===== config.mk =====
export PLATFORM = sky130hd
export DESIGN_NAME = xbar_top
export DESIGN_NICKNAME = d
export VERILOG_FILES = /design/src/logic/xbar_pkg.sv /design/src/logic/mst_port.sv /design/src/logic/rr_arbiter.sv /design/src/logic/slv_mux.sv /design/src/logic/xbar_top.sv
export VERILOG_INCLUDE_DIRS = /design/src /design/src/logic
export SDC_FILE = /design/constraint.sdc
export NUM_CORES = 1
export LEC_CHECK = 0
export CAP_MARGIN = 30
export CORE_AREA = 2 2 219 221
export CTS_CLUSTER_DIAMETER = 50
export DETAILED_ROUTE_END_ITERATION = 8
export DIE_AREA = 0 0 221 223
export DONT_BUFFER_PORTS = 1
export PLACE_DENSITY = 0.38
export SLEW_MARGIN = 10
export SYNTH_ARGS = -nofsm -noshare
export SYNTH_HDL_FRONTEND = slang
export SYNTH_HIERARCHICAL = 1
export SYNTH_SLANG_ARGS = --single-unit

===== constraint.sdc =====
create_clock -name clk -period 7.9 [get_ports clk]
set_input_delay 1.58 -clock clk [delete_from_list [all_inputs] [get_ports clk]]
set_output_delay 1.58 -clock clk [all_outputs]
set_load 0.1 [all_outputs]

===== src/logic/xbar_consts.svh =====
//--------------------------------------------------------------------------
// Crossbar sizes, widths, address map and response codes
//--------------------------------------------------------------------------
`ifndef XBAR_CONSTS_SVH
`define XBAR_CONSTS_SVH

`define XBAR_NMST       3
`define XBAR_NSLV       2
`define XBAR_ADDR_W     32
`define XBAR_DATA_W     32
`define XBAR_STRB_W     (`XBAR_DATA_W / 8)
`define XBAR_ID_W       2
`define XBAR_IDX_W      2
`define XBAR_SLV_ID_W   (`XBAR_IDX_W + `XBAR_ID_W)

// Slave port numbering
`define XBAR_SLV_ROM    0
`define XBAR_SLV_DRAM   1

// Address map
`define XBAR_ROM_BASE   32'h0000_0000
`define XBAR_ROM_LEN    32'h0001_0000
`define XBAR_DRAM_BASE  32'h4000_0000
`define XBAR_DRAM_LEN   32'h4000_0000

`define XBAR_RESP_OKAY    2'd0
`define XBAR_RESP_SLVERR  2'd2
`define XBAR_RESP_DECERR  2'd3

`endif


===== src/logic/xbar_pkg.sv =====
//--------------------------------------------------------------------------
// Crossbar field vectors, request and response structs and port FSM
//--------------------------------------------------------------------------
`include "xbar_consts.svh"

package xbar_pkg;

   typedef logic [`XBAR_ADDR_W-1:0]   addr_t;
   typedef logic [`XBAR_DATA_W-1:0]   data_t;
   typedef logic [`XBAR_STRB_W-1:0]   strb_t;
   typedef logic [`XBAR_ID_W-1:0]     mst_id_t;
   typedef logic [`XBAR_SLV_ID_W-1:0] slv_id_t;
   typedef logic [`XBAR_IDX_W-1:0]    mst_idx_t;
   typedef logic [1:0]                resp_t;

   typedef struct packed {
      mst_id_t id;
      logic    write;
      addr_t   addr;
      data_t   wdata;
      strb_t   strb;
   } mst_req_t;

   // Master index sits above the master ID
   typedef struct packed {
      slv_id_t id;
      logic    write;
      addr_t   addr;
      data_t   wdata;
      strb_t   strb;
   } slv_req_t;

   typedef struct packed {
      mst_id_t id;
      data_t   rdata;
      resp_t   resp;
   } mst_rsp_t;

   typedef struct packed {
      slv_id_t id;
      data_t   rdata;
      resp_t   resp;
   } slv_rsp_t;

   typedef enum logic [1:0] {
      PS_IDLE,
      PS_WAIT,
      PS_DECERR
   } port_state_e;

endpackage


===== src/logic/mst_port.sv =====
//--------------------------------------------------------------------------
// Master port with address decode, one outstanding transaction and DECERR
//--------------------------------------------------------------------------
`include "xbar_consts.svh"

module mst_port (
   input  logic                  clk,
   input  logic                  rst_n,
   input  xbar_pkg::mst_req_t    req,
   input  logic                  req_valid,
   output logic                  req_ready,
   output logic [`XBAR_NSLV-1:0] slv_valid,
   input  logic [`XBAR_NSLV-1:0] slv_ready,
   input  xbar_pkg::mst_rsp_t    rsp_in [`XBAR_NSLV],
   input  logic [`XBAR_NSLV-1:0] rsp_in_valid,
   output logic [`XBAR_NSLV-1:0] rsp_in_ready,
   output xbar_pkg::mst_rsp_t    rsp,
   output logic                  rsp_valid,
   input  logic                  rsp_ready
);
   import xbar_pkg::*;

   port_state_e           state_q;
   logic [`XBAR_NSLV-1:0] hit;
   logic [`XBAR_NSLV-1:0] tgt_q;
   mst_id_t               err_id_q;
   mst_rsp_t              sel_rsp;
   logic                  sel_valid;
   logic                  accept;

   //--------------------------------------------------------------------------
   // Request side
   //--------------------------------------------------------------------------
   always_comb begin
      hit = '0;
      hit[`XBAR_SLV_ROM]  = addr_t'(req.addr - `XBAR_ROM_BASE) < `XBAR_ROM_LEN;
      hit[`XBAR_SLV_DRAM] = addr_t'(req.addr - `XBAR_DRAM_BASE) < `XBAR_DRAM_LEN;
   end

   assign slv_valid = (state_q == PS_IDLE && req_valid) ? hit : '0;

   // Unmapped requests are taken right away
   assign req_ready = (state_q == PS_IDLE) && req_valid &&
                      ((|(hit & slv_ready)) || !(|hit));
   assign accept    = req_valid && req_ready;

   //--------------------------------------------------------------------------
   // Response side
   //--------------------------------------------------------------------------
   always_comb begin
      sel_rsp   = '0;
      sel_valid = 1'b0;
      for (int s = 0; s < `XBAR_NSLV; s++) begin
         if (tgt_q[s]) begin
            sel_rsp   = rsp_in[s];
            sel_valid = rsp_in_valid[s];
         end
      end
   end

   always_comb begin
      rsp       = sel_rsp;
      rsp_valid = 1'b0;
      case (state_q)
         PS_WAIT: begin
            rsp_valid = sel_valid;
         end
         PS_DECERR: begin
            rsp       = '{id: err_id_q, rdata: '0, resp: `XBAR_RESP_DECERR};
            rsp_valid = 1'b1;
         end
         default: begin
            rsp_valid = 1'b0;
         end
      endcase
   end

   assign rsp_in_ready = (state_q == PS_WAIT) ? (tgt_q & {`XBAR_NSLV{rsp_ready}}) : '0;

   always_ff @(posedge clk or negedge rst_n) begin
      if (!rst_n) begin
         state_q <= PS_IDLE;
         tgt_q   <= '0;
      end else begin
         case (state_q)
            PS_IDLE: begin
               if (accept) begin
                  tgt_q   <= hit;
                  state_q <= (|hit) ? PS_WAIT : PS_DECERR;
               end
            end
            PS_WAIT: begin
               if (rsp_valid && rsp_ready) begin
                  state_q <= PS_IDLE;
               end
            end
            PS_DECERR: begin
               if (rsp_ready) begin
                  state_q <= PS_IDLE;
               end
            end
            default: begin
               state_q <= PS_IDLE;
            end
         endcase
      end
   end

   always_ff @(posedge clk) begin
      if (accept) begin
         err_id_q <= req.id;
      end
   end

endmodule


===== src/logic/rr_arbiter.sv =====
//--------------------------------------------------------------------------
// Round-robin arbiter with grant lock while the winner waits
//--------------------------------------------------------------------------
`include "xbar_consts.svh"

module rr_arbiter (
   input  logic                  clk,
   input  logic                  rst_n,
   input  logic [`XBAR_NMST-1:0] req,
   input  logic                  hold,
   output logic [`XBAR_NMST-1:0] gnt,
   output xbar_pkg::mst_idx_t    gnt_idx
);
   import xbar_pkg::*;

   mst_idx_t              ptr_q;
   logic                  lock_q;
   logic [`XBAR_NMST-1:0] gnt_q;
   mst_idx_t              idx_q;
   logic [`XBAR_NMST-1:0] pick;
   mst_idx_t              pick_idx;

   // First requester at or after the pointer
   always_comb begin
      int   j;
      logic found;
      pick     = '0;
      pick_idx = '0;
      found    = 1'b0;
      for (int i = 0; i < `XBAR_NMST; i++) begin
         j = (int'(ptr_q) + i) % `XBAR_NMST;
         if (!found && req[j]) begin
            found    = 1'b1;
            pick[j]  = 1'b1;
            pick_idx = mst_idx_t'(j);
         end
      end
   end

   assign gnt     = lock_q ? gnt_q : pick;
   assign gnt_idx = lock_q ? idx_q : pick_idx;

   always_ff @(posedge clk or negedge rst_n) begin
      if (!rst_n) begin
         ptr_q  <= '0;
         lock_q <= 1'b0;
         gnt_q  <= '0;
         idx_q  <= '0;
      end else begin
         lock_q <= hold;
         gnt_q  <= gnt;
         idx_q  <= gnt_idx;
         // Advance only once the winner is taken
         if ((|gnt) && !hold) begin
            ptr_q <= (gnt_idx == mst_idx_t'(`XBAR_NMST - 1)) ? '0 : gnt_idx + 1'b1;
         end
      end
   end

endmodule


===== src/logic/slv_mux.sv =====
//--------------------------------------------------------------------------
// Slave port with request mux, ID extension and response routing by index
//--------------------------------------------------------------------------
`include "xbar_consts.svh"

module slv_mux (
   input  logic                  clk,
   input  logic                  rst_n,
   input  xbar_pkg::mst_req_t    mst_req [`XBAR_NMST],
   input  logic [`XBAR_NMST-1:0] mst_valid,
   output logic [`XBAR_NMST-1:0] mst_ready,
   output xbar_pkg::slv_req_t    req,
   output logic                  req_valid,
   input  logic                  req_ready,
   input  xbar_pkg::slv_rsp_t    rsp,
   input  logic                  rsp_valid,
   output logic                  rsp_ready,
   output xbar_pkg::mst_rsp_t    mst_rsp [`XBAR_NMST],
   output logic [`XBAR_NMST-1:0] mst_rsp_valid,
   input  logic [`XBAR_NMST-1:0] mst_rsp_ready
);
   import xbar_pkg::*;

   logic [`XBAR_NMST-1:0] gnt;
   mst_idx_t              gnt_idx;
   mst_req_t              sel;
   mst_idx_t              rsp_idx;
   logic                  hold;

   rr_arbiter u_arb (
      .clk     (clk),
      .rst_n   (rst_n),
      .req     (mst_valid),
      .hold    (hold),
      .gnt     (gnt),
      .gnt_idx (gnt_idx)
   );

   //--------------------------------------------------------------------------
   // Request path
   //--------------------------------------------------------------------------
   assign sel       = mst_req[gnt_idx];
   assign req_valid = |(mst_valid & gnt);
   assign req       = '{id:    {gnt_idx, sel.id},
                        write: sel.write,
                        addr:  sel.addr,
                        wdata: sel.wdata,
                        strb:  sel.strb};

   assign mst_ready = gnt & {`XBAR_NMST{req_ready}};

   // Winner presented but stalled by the slave
   assign hold = req_valid && !req_ready;

   //--------------------------------------------------------------------------
   // Response path
   //--------------------------------------------------------------------------
   assign rsp_idx = rsp.id[`XBAR_SLV_ID_W-1 -: `XBAR_IDX_W];

   always_comb begin
      rsp_ready = 1'b0;
      for (int m = 0; m < `XBAR_NMST; m++) begin
         mst_rsp[m]       = '{id:    rsp.id[`XBAR_ID_W-1:0],
                              rdata: rsp.rdata,
                              resp:  rsp.resp};
         mst_rsp_valid[m] = rsp_valid && (rsp_idx == mst_idx_t'(m));
         if (rsp_idx == mst_idx_t'(m)) begin
            rsp_ready = mst_rsp_ready[m];
         end
      end
   end

endmodule


===== src/logic/xbar_top.sv =====
//--------------------------------------------------------------------------
// Crossbar top level with three master ports and the ROM and DRAM ports
//--------------------------------------------------------------------------
`include "xbar_consts.svh"

module xbar_top (
   input  logic                  clk,
   input  logic                  rst_n,
   // Masters
   input  xbar_pkg::mst_req_t    mst_req [`XBAR_NMST],
   input  logic [`XBAR_NMST-1:0] mst_req_valid,
   output logic [`XBAR_NMST-1:0] mst_req_ready,
   output xbar_pkg::mst_rsp_t    mst_rsp [`XBAR_NMST],
   output logic [`XBAR_NMST-1:0] mst_rsp_valid,
   input  logic [`XBAR_NMST-1:0] mst_rsp_ready,
   // ROM
   output xbar_pkg::slv_req_t    rom_req,
   output logic                  rom_req_valid,
   input  logic                  rom_req_ready,
   input  xbar_pkg::slv_rsp_t    rom_rsp,
   input  logic                  rom_rsp_valid,
   output logic                  rom_rsp_ready,
   // DRAM
   output xbar_pkg::slv_req_t    dram_req,
   output logic                  dram_req_valid,
   input  logic                  dram_req_ready,
   input  xbar_pkg::slv_rsp_t    dram_rsp,
   input  logic                  dram_rsp_valid,
   output logic                  dram_rsp_ready
);
   import xbar_pkg::*;

   // Indexed by master, then slave
   logic [`XBAR_NSLV-1:0] m_valid     [`XBAR_NMST];
   logic [`XBAR_NSLV-1:0] m_ready     [`XBAR_NMST];
   mst_rsp_t              m_rsp       [`XBAR_NMST][`XBAR_NSLV];
   logic [`XBAR_NSLV-1:0] m_rsp_valid [`XBAR_NMST];
   logic [`XBAR_NSLV-1:0] m_rsp_ready [`XBAR_NMST];
   // Indexed by slave, then master
   logic [`XBAR_NMST-1:0] s_valid     [`XBAR_NSLV];
   logic [`XBAR_NMST-1:0] s_ready     [`XBAR_NSLV];
   mst_rsp_t              s_rsp       [`XBAR_NSLV][`XBAR_NMST];
   logic [`XBAR_NMST-1:0] s_rsp_valid [`XBAR_NSLV];
   logic [`XBAR_NMST-1:0] s_rsp_ready [`XBAR_NSLV];

   for (genvar m = 0; m < `XBAR_NMST; m++) begin : g_mst
      mst_port u_mst (
         .clk          (clk),
         .rst_n        (rst_n),
         .req          (mst_req[m]),
         .req_valid    (mst_req_valid[m]),
         .req_ready    (mst_req_ready[m]),
         .slv_valid    (m_valid[m]),
         .slv_ready    (m_ready[m]),
         .rsp_in       (m_rsp[m]),
         .rsp_in_valid (m_rsp_valid[m]),
         .rsp_in_ready (m_rsp_ready[m]),
         .rsp          (mst_rsp[m]),
         .rsp_valid    (mst_rsp_valid[m]),
         .rsp_ready    (mst_rsp_ready[m])
      );

      for (genvar s = 0; s < `XBAR_NSLV; s++) begin : g_xpose
         assign s_valid[s][m]     = m_valid[m][s];
         assign m_ready[m][s]     = s_ready[s][m];
         assign m_rsp[m][s]       = s_rsp[s][m];
         assign m_rsp_valid[m][s] = s_rsp_valid[s][m];
         assign s_rsp_ready[s][m] = m_rsp_ready[m][s];
      end
   end

   //--------------------------------------------------------------------------
   // Slave ports
   //--------------------------------------------------------------------------
   slv_mux u_rom (
      .clk           (clk),
      .rst_n         (rst_n),
      .mst_req       (mst_req),
      .mst_valid     (s_valid[`XBAR_SLV_ROM]),
      .mst_ready     (s_ready[`XBAR_SLV_ROM]),
      .req           (rom_req),
      .req_valid     (rom_req_valid),
      .req_ready     (rom_req_ready),
      .rsp           (rom_rsp),
      .rsp_valid     (rom_rsp_valid),
      .rsp_ready     (rom_rsp_ready),
      .mst_rsp       (s_rsp[`XBAR_SLV_ROM]),
      .mst_rsp_valid (s_rsp_valid[`XBAR_SLV_ROM]),
      .mst_rsp_ready (s_rsp_ready[`XBAR_SLV_ROM])
   );

   slv_mux u_dram (
      .clk           (clk),
      .rst_n         (rst_n),
      .mst_req       (mst_req),
      .mst_valid     (s_valid[`XBAR_SLV_DRAM]),
      .mst_ready     (s_ready[`XBAR_SLV_DRAM]),
      .req           (dram_req),
      .req_valid     (dram_req_valid),
      .req_ready     (dram_req_ready),
      .rsp           (dram_rsp),
      .rsp_valid     (dram_rsp_valid),
      .rsp_ready     (dram_rsp_ready),
      .mst_rsp       (s_rsp[`XBAR_SLV_DRAM]),
      .mst_rsp_valid (s_rsp_valid[`XBAR_SLV_DRAM]),
      .mst_rsp_ready (s_rsp_ready[`XBAR_SLV_DRAM])
   );

endmodule


; Word level (Yosys, flattened, before mapping)
; Index checks and enable logic that the tools add are counted.
[classes]
n_addsub = 9
div = 6
n_lt_le_gt_ge = 20
n_eq_ne = 21
muxes = 103
bitwise_logic = 16
reduce_logical = 67
[ops]
columns = cell, n
row1 = $mux 36, 9
row2 = $bmux 71 s2, 2
row3 = $mux 71, 4
row4 = $ge 32x1->1 const B, 6
row5 = $lt 32x4->1 const B, 6
row6 = $mod 32x3->32 const B, 4
row7 = $lt 32x17->1 const B, 3
row8 = $lt 32x31->1 const B, 3
row9 = $sub 32x31->32 const B, 3
row10 = $mod 3x3->32 const B, 2
row11 = $mux 2, 28
row12 = $mux 1, 34
row13 = $logic_and 1x1->1, 32
row14 = $mux 3, 8
row15 = $pmux 2 s3, 3
row16 = $eq 2x2->1 const B, 7
row17 = $and 2x2->2, 6
row18 = $and 3x3->3, 4
row19 = $bmux 1 s2, 6
row20 = $demux 1 s2, 6
row21 = $ne 2x2->1 const B, 6
row22 = $or 3x3->3, 4
row23 = $reduce_or 2->1, 6
row24 = $reduce_or 3->1, 4
row25 = other kinds (13), 46
[word_totals]
register_bits = 34
in_bits = 301
out_inout_bits = 264
elab_cells = 259

; Depth between registers and ports, before layout
; Gate-level depths: netlist of run 1.
[depth]
depth_word = 22
mapped_depth = 14
mapped_depth_nobuf = 14

; Cells and area by module
; Netlist of run 1, hierarchy kept.
[modules_own_cells]
columns = mod, n_inst, cells_per_inst, area_per_inst_um2, seq_area_each_um2
row1 = slv_mux, 2, 288, 2940.3, 0.0
row2 = mst_port, 3, 145, 945.9, 160.2
row3 = rr_arbiter, 2, 62, 603.1, 200.2

; Worst setup path before layout of run 1
; No wires, ideal clock.
[synth_timing]
kind = input to output
from = input mst_req[64] (netlist bit)
to = output rom_req[70] (netlist bit)
arrival_ns = 6.352
required_ns = 6.320
path_slack_ns = -0.032
stages = 10
path_buffers = 1
path_cell_list = nor4_1 > nand4_1 > nor2_1 > nand3b_1 > nor2_1 > o21ai_0 > a2bb2oi_1 > buf_6 > mux2i_1 > o2bb2ai_1
[synth_lines]
columns = item, line_no
row1 = "start, declared", xbar_top.sv:10  ; input xbar_pkg::mst_req_t mst_req [`XBAR_NMST],
row2 = "end, declared", xbar_top.sv:17  ; output xbar_pkg::slv_req_t rom_req,

==> results of run 1 <==
## placed cells by master (no fill, tap or decap), drive strengths merged, types with 5 or more instances in the layout
master,instances
a21oi,21
a221o,8
a22oi,96
a2bb2oi,6
a31oi,8
and2,10
and3,6
buf,271
clkbuf,7
dfrtp,28
edfxtp,6
ha,17
inv,25
mux2,5
mux2i,150
nand2,30
nand2b,12
nand3b,6
nand4,6
nor2,131
nor2b,15
nor3,6
nor4,12
o211ai,5
o21ai,34
o21bai,8
o22ai,5
o2bb2ai,142
## metrics by stage
stage / cell area (um^2) / power [uW]
after detailed placement: 12640 / 3200
final: 12810 / 3384
after CTS: 12790 / 3411
after global placement: 10690 / 3043
after global routing: 12810 / 3492
after floorplan: 9931 / 2574
## worst paths after layout
| path | start | depth (start not counted) | endpoint |
|---|---|---|---|
| worst min register to register | u_rom/u_arb/ptr_q[0] | 1 | u_rom/u_arb/ptr_q[0] |
| worst max register to register | g_mst[2].u_mst/state_q[1] | 14 | u_dram/u_arb/ptr_q[0] |
| worst min-delay path | u_rom/u_arb/ptr_q[0] | 1 | u_rom/u_arb/ptr_q[0] |
| worst max-delay path | mst_req[58] | 12 | rom_req[45] |
| max in group asynchronous | rst_n | 0 | g_mst[1].u_mst/tgt_q[1] |
| min in group asynchronous | rst_n | 0 | u_rom/u_arb/lock_q |
## area by class of cell
class	count	share of cell area (%)
flip-flops and latches	34	6.886
repair buffers	271	30.47
clock buffers	7	1.113
well taps	615	6.007
multi-input cells	771	54.75
inverters	25	0.7326
clock inverters	1	0.03907
## worst max-delay path, delay by kind of cell
kind	cells	cell delay (ps)
buffers and inverters	3	1310
muxes	1	210
and+or+nand+nor	5	1690
AOI/OAI and AO/OA	3	620
## state kept, by name (all words and copies together) (netlist names)
signal                flops
g_mst.u_mst/err_id_q      6
g_mst.u_mst/state_q       6
g_mst.u_mst/tgt_q         6
u_dram/u_arb/gnt_q        3
u_dram/u_arb/idx_q        2
u_dram/u_arb/lock_q       1
u_dram/u_arb/ptr_q        2
u_rom/u_arb/gnt_q         3
u_rom/u_arb/idx_q         2
u_rom/u_arb/lock_q        1
u_rom/u_arb/ptr_q         2
## layer usage
layer,global-route usage [%],vias to the layer above,wire [um]
li1,-,3959,-
met1,18.09,4301,16410
met2,34.55,483,25250
met3,5.163,48,3798
met4,4.914,0,1338
met5,0,-,0
## power by group
group | leakage (uW) | total, uW | internal [uW] | switching [uW]
clock | 0.0000739 | 199 | 125 | 74.3
sequential | 0.000429 | 225 | 206 | 19.0
combinational | 0.00390 | 2960 | 695 | 2260
total | 0.00440 | 3380 | 1030 | 2360
## cells by family (layout without fill, tap and decap cells)
logic type	after synthesis	in the layout	synth area share (%)
AOI/OAI and AO/OA	351	351	36.75
buffers and inverters	330	304	24.42
and+or+nand+nor	248	248	11.93
muxes	155	155	15.89
DFF	34	34	8.875
adders and majority gates	17	17	2.143
==> summary.md, run 1 <==
| Metric | Value |
|---|---|
| Syn. warnings | `6` |
| Status | `finished clean` |
| Final ANT Viol Nets | `0` |
| Max-slew headroom | `33.23%` |
| Setup_tns | `0 ps` |
| First-pass GRT wire length | `65570 um` |
| WHS | `587.8 ps` |
| Worst Slack Setup Final | `891.3 ps` |
| Hold buffers post-CTS | `0` |
| Post-detail-place hpwl | `39240 um` |
| Vias in the first global route | `8808` |
| Die span in x | `221 um` |
| Clock Root Buffer | `clkbuf_16` |
| Boundary Pins | `565` |
| Storage element area | `882.1 um^2` |
| Iteration-0 DRC Markers | `574` |
| Average wire per standard cell | `27.15 um` |
| Pre-CTS WS | `946.9 ps` |
| P&R area growth vs syn | `29.07%` |
| GR Util All Layers | `17.69%` |
| Synth Cell Area | `0.009925 mm^2` |
| FF+latch count, synth | `34` |
| GRT overflow | `0` |
| Area of the core | `0.04715 mm^2` |
| Slowest-stage cell, CP | `buf_4` |
| RSZ-0062 raised after global routing | `no` |
| Via count | `8791` |
| Crit path required time | `6320 ps` |
| Die H | `223 um` |
| Clk slew on worst S/H paths | `60 ps` |
| PostCTS Resize Cnt | `0` |
| Final Net Count | `1426` |
| Drt drc | `0` |
| Antenna cells | `0` |
| Initial Util | `21.05%` |
| Critical path type | `primary input to primary output` |
| EDFF count, synth | `6` |
| Post-placement cell count | `1715` |
| Hold Crit Class | `register to register` |
| CTS Buffer Depth | `2` |
| Syn Area/Cell | `8.744 um^2` |
| Area occupied by multi-input gates | `0.007013 mm^2` |
| Drt pass-1 iters | `5` |
| Net Count, Synth | `1453` |
| Non-Filler Instances | `1724` |
| Count of max-cap constraint violations | `0` |
| Final Skew | `3.692 ps` |
| Post-synthesis cell count | `1135` |
| Power Density | `264.2 mW/mm^2` |
| Buffers on Ports | `0` |
| Post-Route Utilization | `27.17%` |
| Top cell by count, worst path | `buf_4` |
| Ys async rst share | `82.35%` |
| DRT Wirelength | `46800 um` |
| Routability cong. | `0.8438` |
| Clock Latency Late Sink | `280 ps` |
| Slew @ Worst Pin | `1002 ps` |
| Unique masters post-synth | `52` |
| Num CTS Buffers | `5` |
| # H-tree levels | `2` |
| Most frequent cell after synthesis | `buf_4` |
| Area leader, netlist | `o2bb2ai_2` |
| Worst vdd ir | `279.5 uV` |
| Clock sinks | `34` |
| Vias/cell | `5.099` |
| Max stage delay on crit path | `540 ps` |
| Critical Path AT | `5430 ps` |
| TritonCTS clock tree | `yes` |
| CP Launch Type | `primary input` |
| Final Hold Viols | `0` |
| Fillers | `4953` |
| Top cells by count, synth | `buf_4 (232), mux2i_1 (150), o2bb2ai_2 (140), nor2_1 (131), a22oi_1 (96)` |
| Initial antenna violation count | `0` |
| Max Transition Viols Final | `0` |
| Area contributors post-synth | `o2bb2ai_2 (21%), buf_4 (18%), mux2i_1 (15%), a22oi_1 (7.3%), dfrtp_1 (7.1%)` |
| Fmax | `142.7 MHz` |
| Leakage | `0.004402 uW` |
| Post-synthesis sequential area ratio | `8.875%` |
| Critical path capture point type | `primary output` |
| Layout cell share with drive strength beyond 1 | `50.59%` |
| Min cycle time layout | `7009 ps` |
| Post-CTS Repair Setup Buffers | `0` |
| Die area | `0.04928 mm^2` |
| Synth Flop Type | `dfrtp_1` |
| Share of the synthesized area in the top cell type | `21.18%` |
| Flop-to-flop setup slack | `4230 ps` |
| Fin crit share | `88.72%` |
| Critical path cell sequence | `nor4_1 -> nand4_1 -> nor2_1 -> nand3b_1 -> nor2_1 -> o21ai_0 -> a2bb2oi_4 -> buf_4 -> buf_4 -> mux2i_1 -> o2bb2ai_2 -> buf_4` |
| Crit Path Max Fanout | `29` |
| # rows | `80` |
| Largest net degree at the start of global routing | `76` |
| Final setup vio count | `0` |
No activity file was read; power rests on OpenSTA's default activity.
==> inputs of run 2 (changes only) <==
- ABC_AREA: default -> 1
- CORE_AREA: 2 2 219 221 -> 2 2 218 220
- DIE_AREA: 0 0 221 223 -> 0 0 220 222
- PLACE_DENSITY: 0.38 -> 0.4
==> summary.md, run 2 <==
| Metric | Value |
|---|---|
| Final setup vio count | `0 (unchanged)` |
| Max-slew headroom | `33.18% (was 33.23%)` |
| PostCTS Resize Cnt | `0 (unchanged)` |
| Iteration-0 DRC Markers | `660 (was 574)` |
| Area occupied by multi-input gates | `0.006356 mm^2 (was 0.007013 mm^2)` |
| Num CTS Buffers | `5 (unchanged)` |
| Layout cell share with drive strength beyond 1 | `22.11% (was 50.59%)` |
| Synth Cell Area | `0.01044 mm^2 (was 0.009925 mm^2)` |
| Buffers on Ports | `0 (unchanged)` |
| Hold buffers post-CTS | `0 (unchanged)` |
| Post-synthesis cell count | `2073 (was 1135)` |
| Top cells by count, synth | `nand2_1 (877), inv_1 (375), buf_4 (220), nand3_1 (204), a21oi_1 (102) (was buf_4 (232), mux2i_1 (150), o2bb2ai_2 (140), nor2_1 (131), a22oi_1 (96))` |
| Hold Crit Class | `register to register (unchanged)` |
| Critical path capture point type | `primary output (unchanged)` |
| RSZ-0062 raised after global routing | `no (unchanged)` |
| GR Util All Layers | `18.42% (was 17.69%)` |
| Status | `finished clean (unchanged)` |
| Via count | `11890 (was 8791)` |
| Share of the synthesized area in the top cell type | `31.52% (was 21.18%)` |
| Vias in the first global route | `11290 (was 8808)` |
| Commonest non-fill, non-tap cell in the layout | `nand2_1 (was mux2i_1)` |
| Top flop regs | `g_mst.u_mst/err_id_q: 6 flops, g_mst.u_mst/state_q: 6 flops, g_mst.u_mst/tgt_q: 6 flops (unchanged)` |
| FF+latch count, synth | `34 (unchanged)` |
| GRT overflow | `0 (unchanged)` |
| First-pass GRT wire length | `69120 um (was 65570 um)` |
| Average wire per standard cell | `18.29 um (was 27.15 um)` |
| Most frequent cell after synthesis | `nand2_1 (was buf_4)` |
| Vias/cell | `4.488 (was 5.099)` |
| Final Hold Viols | `0 (unchanged)` |
| Min-Delay Endpoint | `g_mst[2].u_mst/tgt_q[0] (was u_rom/u_arb/ptr_q[0])` |
| Hold depth | `2 (was 1)` |
| Critical R2R Capture | `g_mst[0].u_mst/err_id_q[1] (was u_dram/u_arb/ptr_q[0])` |
| FF-to-FF path depth | `18 (was 14)` |
| Slew @ Worst Pin | `999.9 ps (was 1002 ps)` |
| Count of max-cap constraint violations | `0 (unchanged)` |
| Drt pass-1 iters | `5 (unchanged)` |
| Crit Path Max Fanout | `59 (was 29)` |
| Die area | `0.04884 mm^2 (was 0.04928 mm^2)` |
| Critical Path AT | `5290 ps (was 5430 ps)` |
| Critical path type | `primary input to primary output (unchanged)` |
| Fillers | `5327 (was 4953)` |
| Area leader, netlist | `nand2_1 (was o2bb2ai_2)` |
| TritonCTS clock tree | `yes (unchanged)` |
| Clock Latency Late Sink | `290 ps (was 280 ps)` |
| Crit path required time | `6320 ps (about the same)` |
| Boundary Pins | `565 (unchanged)` |
| Post-synthesis sequential area ratio | `8.435% (was 8.875%)` |
| Final Net Count | `2357 (was 1426)` |
| EDFF count, synth | `6 (unchanged)` |
| Synth Flop Type | `dfrtp_1 (unchanged)` |
| P&R area growth vs syn | `16.92% (was 29.07%)` |
| Fin crit share | `86.96% (was 88.72%)` |
| Final Skew | `9.349 ps (was 3.692 ps)` |
| Flop-to-flop setup slack | `4980 ps (was 4230 ps)` |
| RR Startpoint | `g_mst[2].u_mst/state_q[0] (was g_mst[2].u_mst/state_q[1])` |
| Syn. warnings | `6 (unchanged)` |
| CP Launch Type | `primary input (unchanged)` |
| Die H | `222 um (was 223 um)` |
| Setup_tns | `0 ps (unchanged)` |
| Post-CTS Repair Setup Buffers | `0 (unchanged)` |
| Min cycle time layout | `6870 ps (was 7009 ps)` |
| Most frequent cells in the layout | `nand2_1 (877), inv_1 (373), buf_4 (206) (was mux2i_1 (150), o2bb2ai_2 (142), buf_4 (103))` |
| Initial Util | `22.57% (was 21.05%)` |
| Hold_sp | `g_mst[2].u_mst/tgt_q[0] (was u_rom/u_arb/ptr_q[0])` |
| Final ANT Viol Nets | `0 (unchanged)` |
| Net Count, Synth | `2391 (was 1453)` |
| Max Transition Viols Final | `0 (unchanged)` |
| Syn Area/Cell | `5.037 um^2 (was 8.744 um^2)` |
| Post-detail-place hpwl | `38500 um (was 39240 um)` |
| # rows | `79 (was 80)` |
| Fmax | `145.6 MHz (was 142.7 MHz)` |
| Area contributors post-synth | `nand2_1 (32%), buf_4 (16%), inv_1 (13%), nand3_1 (9.8%), dfrtp_1 (6.7%) (was o2bb2ai_2 (21%), buf_4 (18%), mux2i_1 (15%), a22oi_1 (7.3%), dfrtp_1 (7.1%))` |
| Drt drc | `0 (unchanged)` |
| Die span in x | `220 um (was 221 um)` |
| Storage element area | `880.8 um^2 (was 882.1 um^2)` |
| # H-tree levels | `2 (unchanged)` |
| Largest net degree at the start of global routing | `60 (was 76)` |
| Clock Root Buffer | `clkbuf_16 (unchanged)` |
| Clk slew on worst S/H paths | `60 ps (about the same)` |
| Initial antenna violation count | `1 (was 0)` |
| Ys async rst share | `82.35% (unchanged)` |
| DRT Wirelength | `48450 um (was 46800 um)` |
| Clock sinks | `34 (unchanged)` |
| CTS Buffer Depth | `2 (unchanged)` |
| Area of the core | `0.04626 mm^2 (was 0.04715 mm^2)` |
| Routability cong. | `0.9822 (was 0.8438)` |
| Unique masters post-synth | `28 (was 52)` |
## run 2: changes by cell type in the layout (fill, tap and decap cells not counted), moves of 15 or more
cell / change
inv_1: +348
nand2_1: +847
mux2i_1: -150
buf_12: -54
nand3_1: +202
buf_16: -17
nand2_2: +17
nor2_2: -93
o2bb2ai_2: -142
a21oi_2: +99
buf_8: -38
a22oi_1: -84
buf_4: +103
a21oi_1: -15
## run 2: cells by family after synthesis
family	after synthesis	synth area share (%)
simple gates	1193	48.01
fa+ha+maj	17	2.037
compound gates	135	7.081
buf+inv	694	34.44
flops	34	8.435
## run 2: metal layers
layer	global-route usage, %	up-vias	wire length [um]
met5	0	-	0
met4	7.556	0	1871
met3	5.706	71	4926
met2	32.88	547	23850
met1	19.96	5394	17800
li1	-	5876	-
## run 2: cell type report
cell class | instances | area share [%]
tap | 607 | 6.221
inverter | 387 | 11.94
multi-input combinational | 1345 | 52.06
sequential | 34 | 7.215
timing repair buffer | 266 | 20.98
antenna | 2 | 0.04099
clock inverter | 2 | 0.3177
clock buffer | 6 | 1.230
## run 2: critical path: stages
cell,delay (ps)
nor2_1,110
nand2_1,90
nor2_2,230
nand2_2,140
nor2_1,300
inv_1,140
o21ai_4,190
nand2_4,110
nand3_1,100
nand2_1,50
nand3_1,80
nand2_2,70
inv_2,400
inv_2,360
nor2_8,340
buf_12,320
nand2_1,200
nand2_1,120
buf_4,290
## run 2: worst max path at each step
stage           startpoint           to  slack, ps
6_report       mst_req[54]  rom_req[40]       1030
2_1_floorplan  mst_req[57]  rom_req[70]       1700
4_1_cts        mst_req[54]  rom_req[17]       1040
3_5_place_dp   mst_req[54]  rom_req[17]       1050
3_3_place_gp   mst_req[54]  rom_req[17]       1130
5_1_grt        mst_req[54]  rom_req[17]        800
## run 2: metrics by stage
step	cell area (um^2)	std cells	worst slack, ps	util (%)	hold slack, ps
2_1_floorplan	10440	2073	1702	-	453.0
3_3_place_gp	11060	2582	1127	23.91	476.2
3_5_place_dp	11980	2637	1045	25.89	483.7
4_1_cts	12160	2645	1042	26.30	500.6
5_1_grt	12210	2649	803.4	26.39	519.6
6_report	12210	2649	1030	26.39	502.1
Power of run 2 is left out: the tool's default activity adds up to more than one toggle a clock period on the data nets, which glitch-free logic cannot reach.
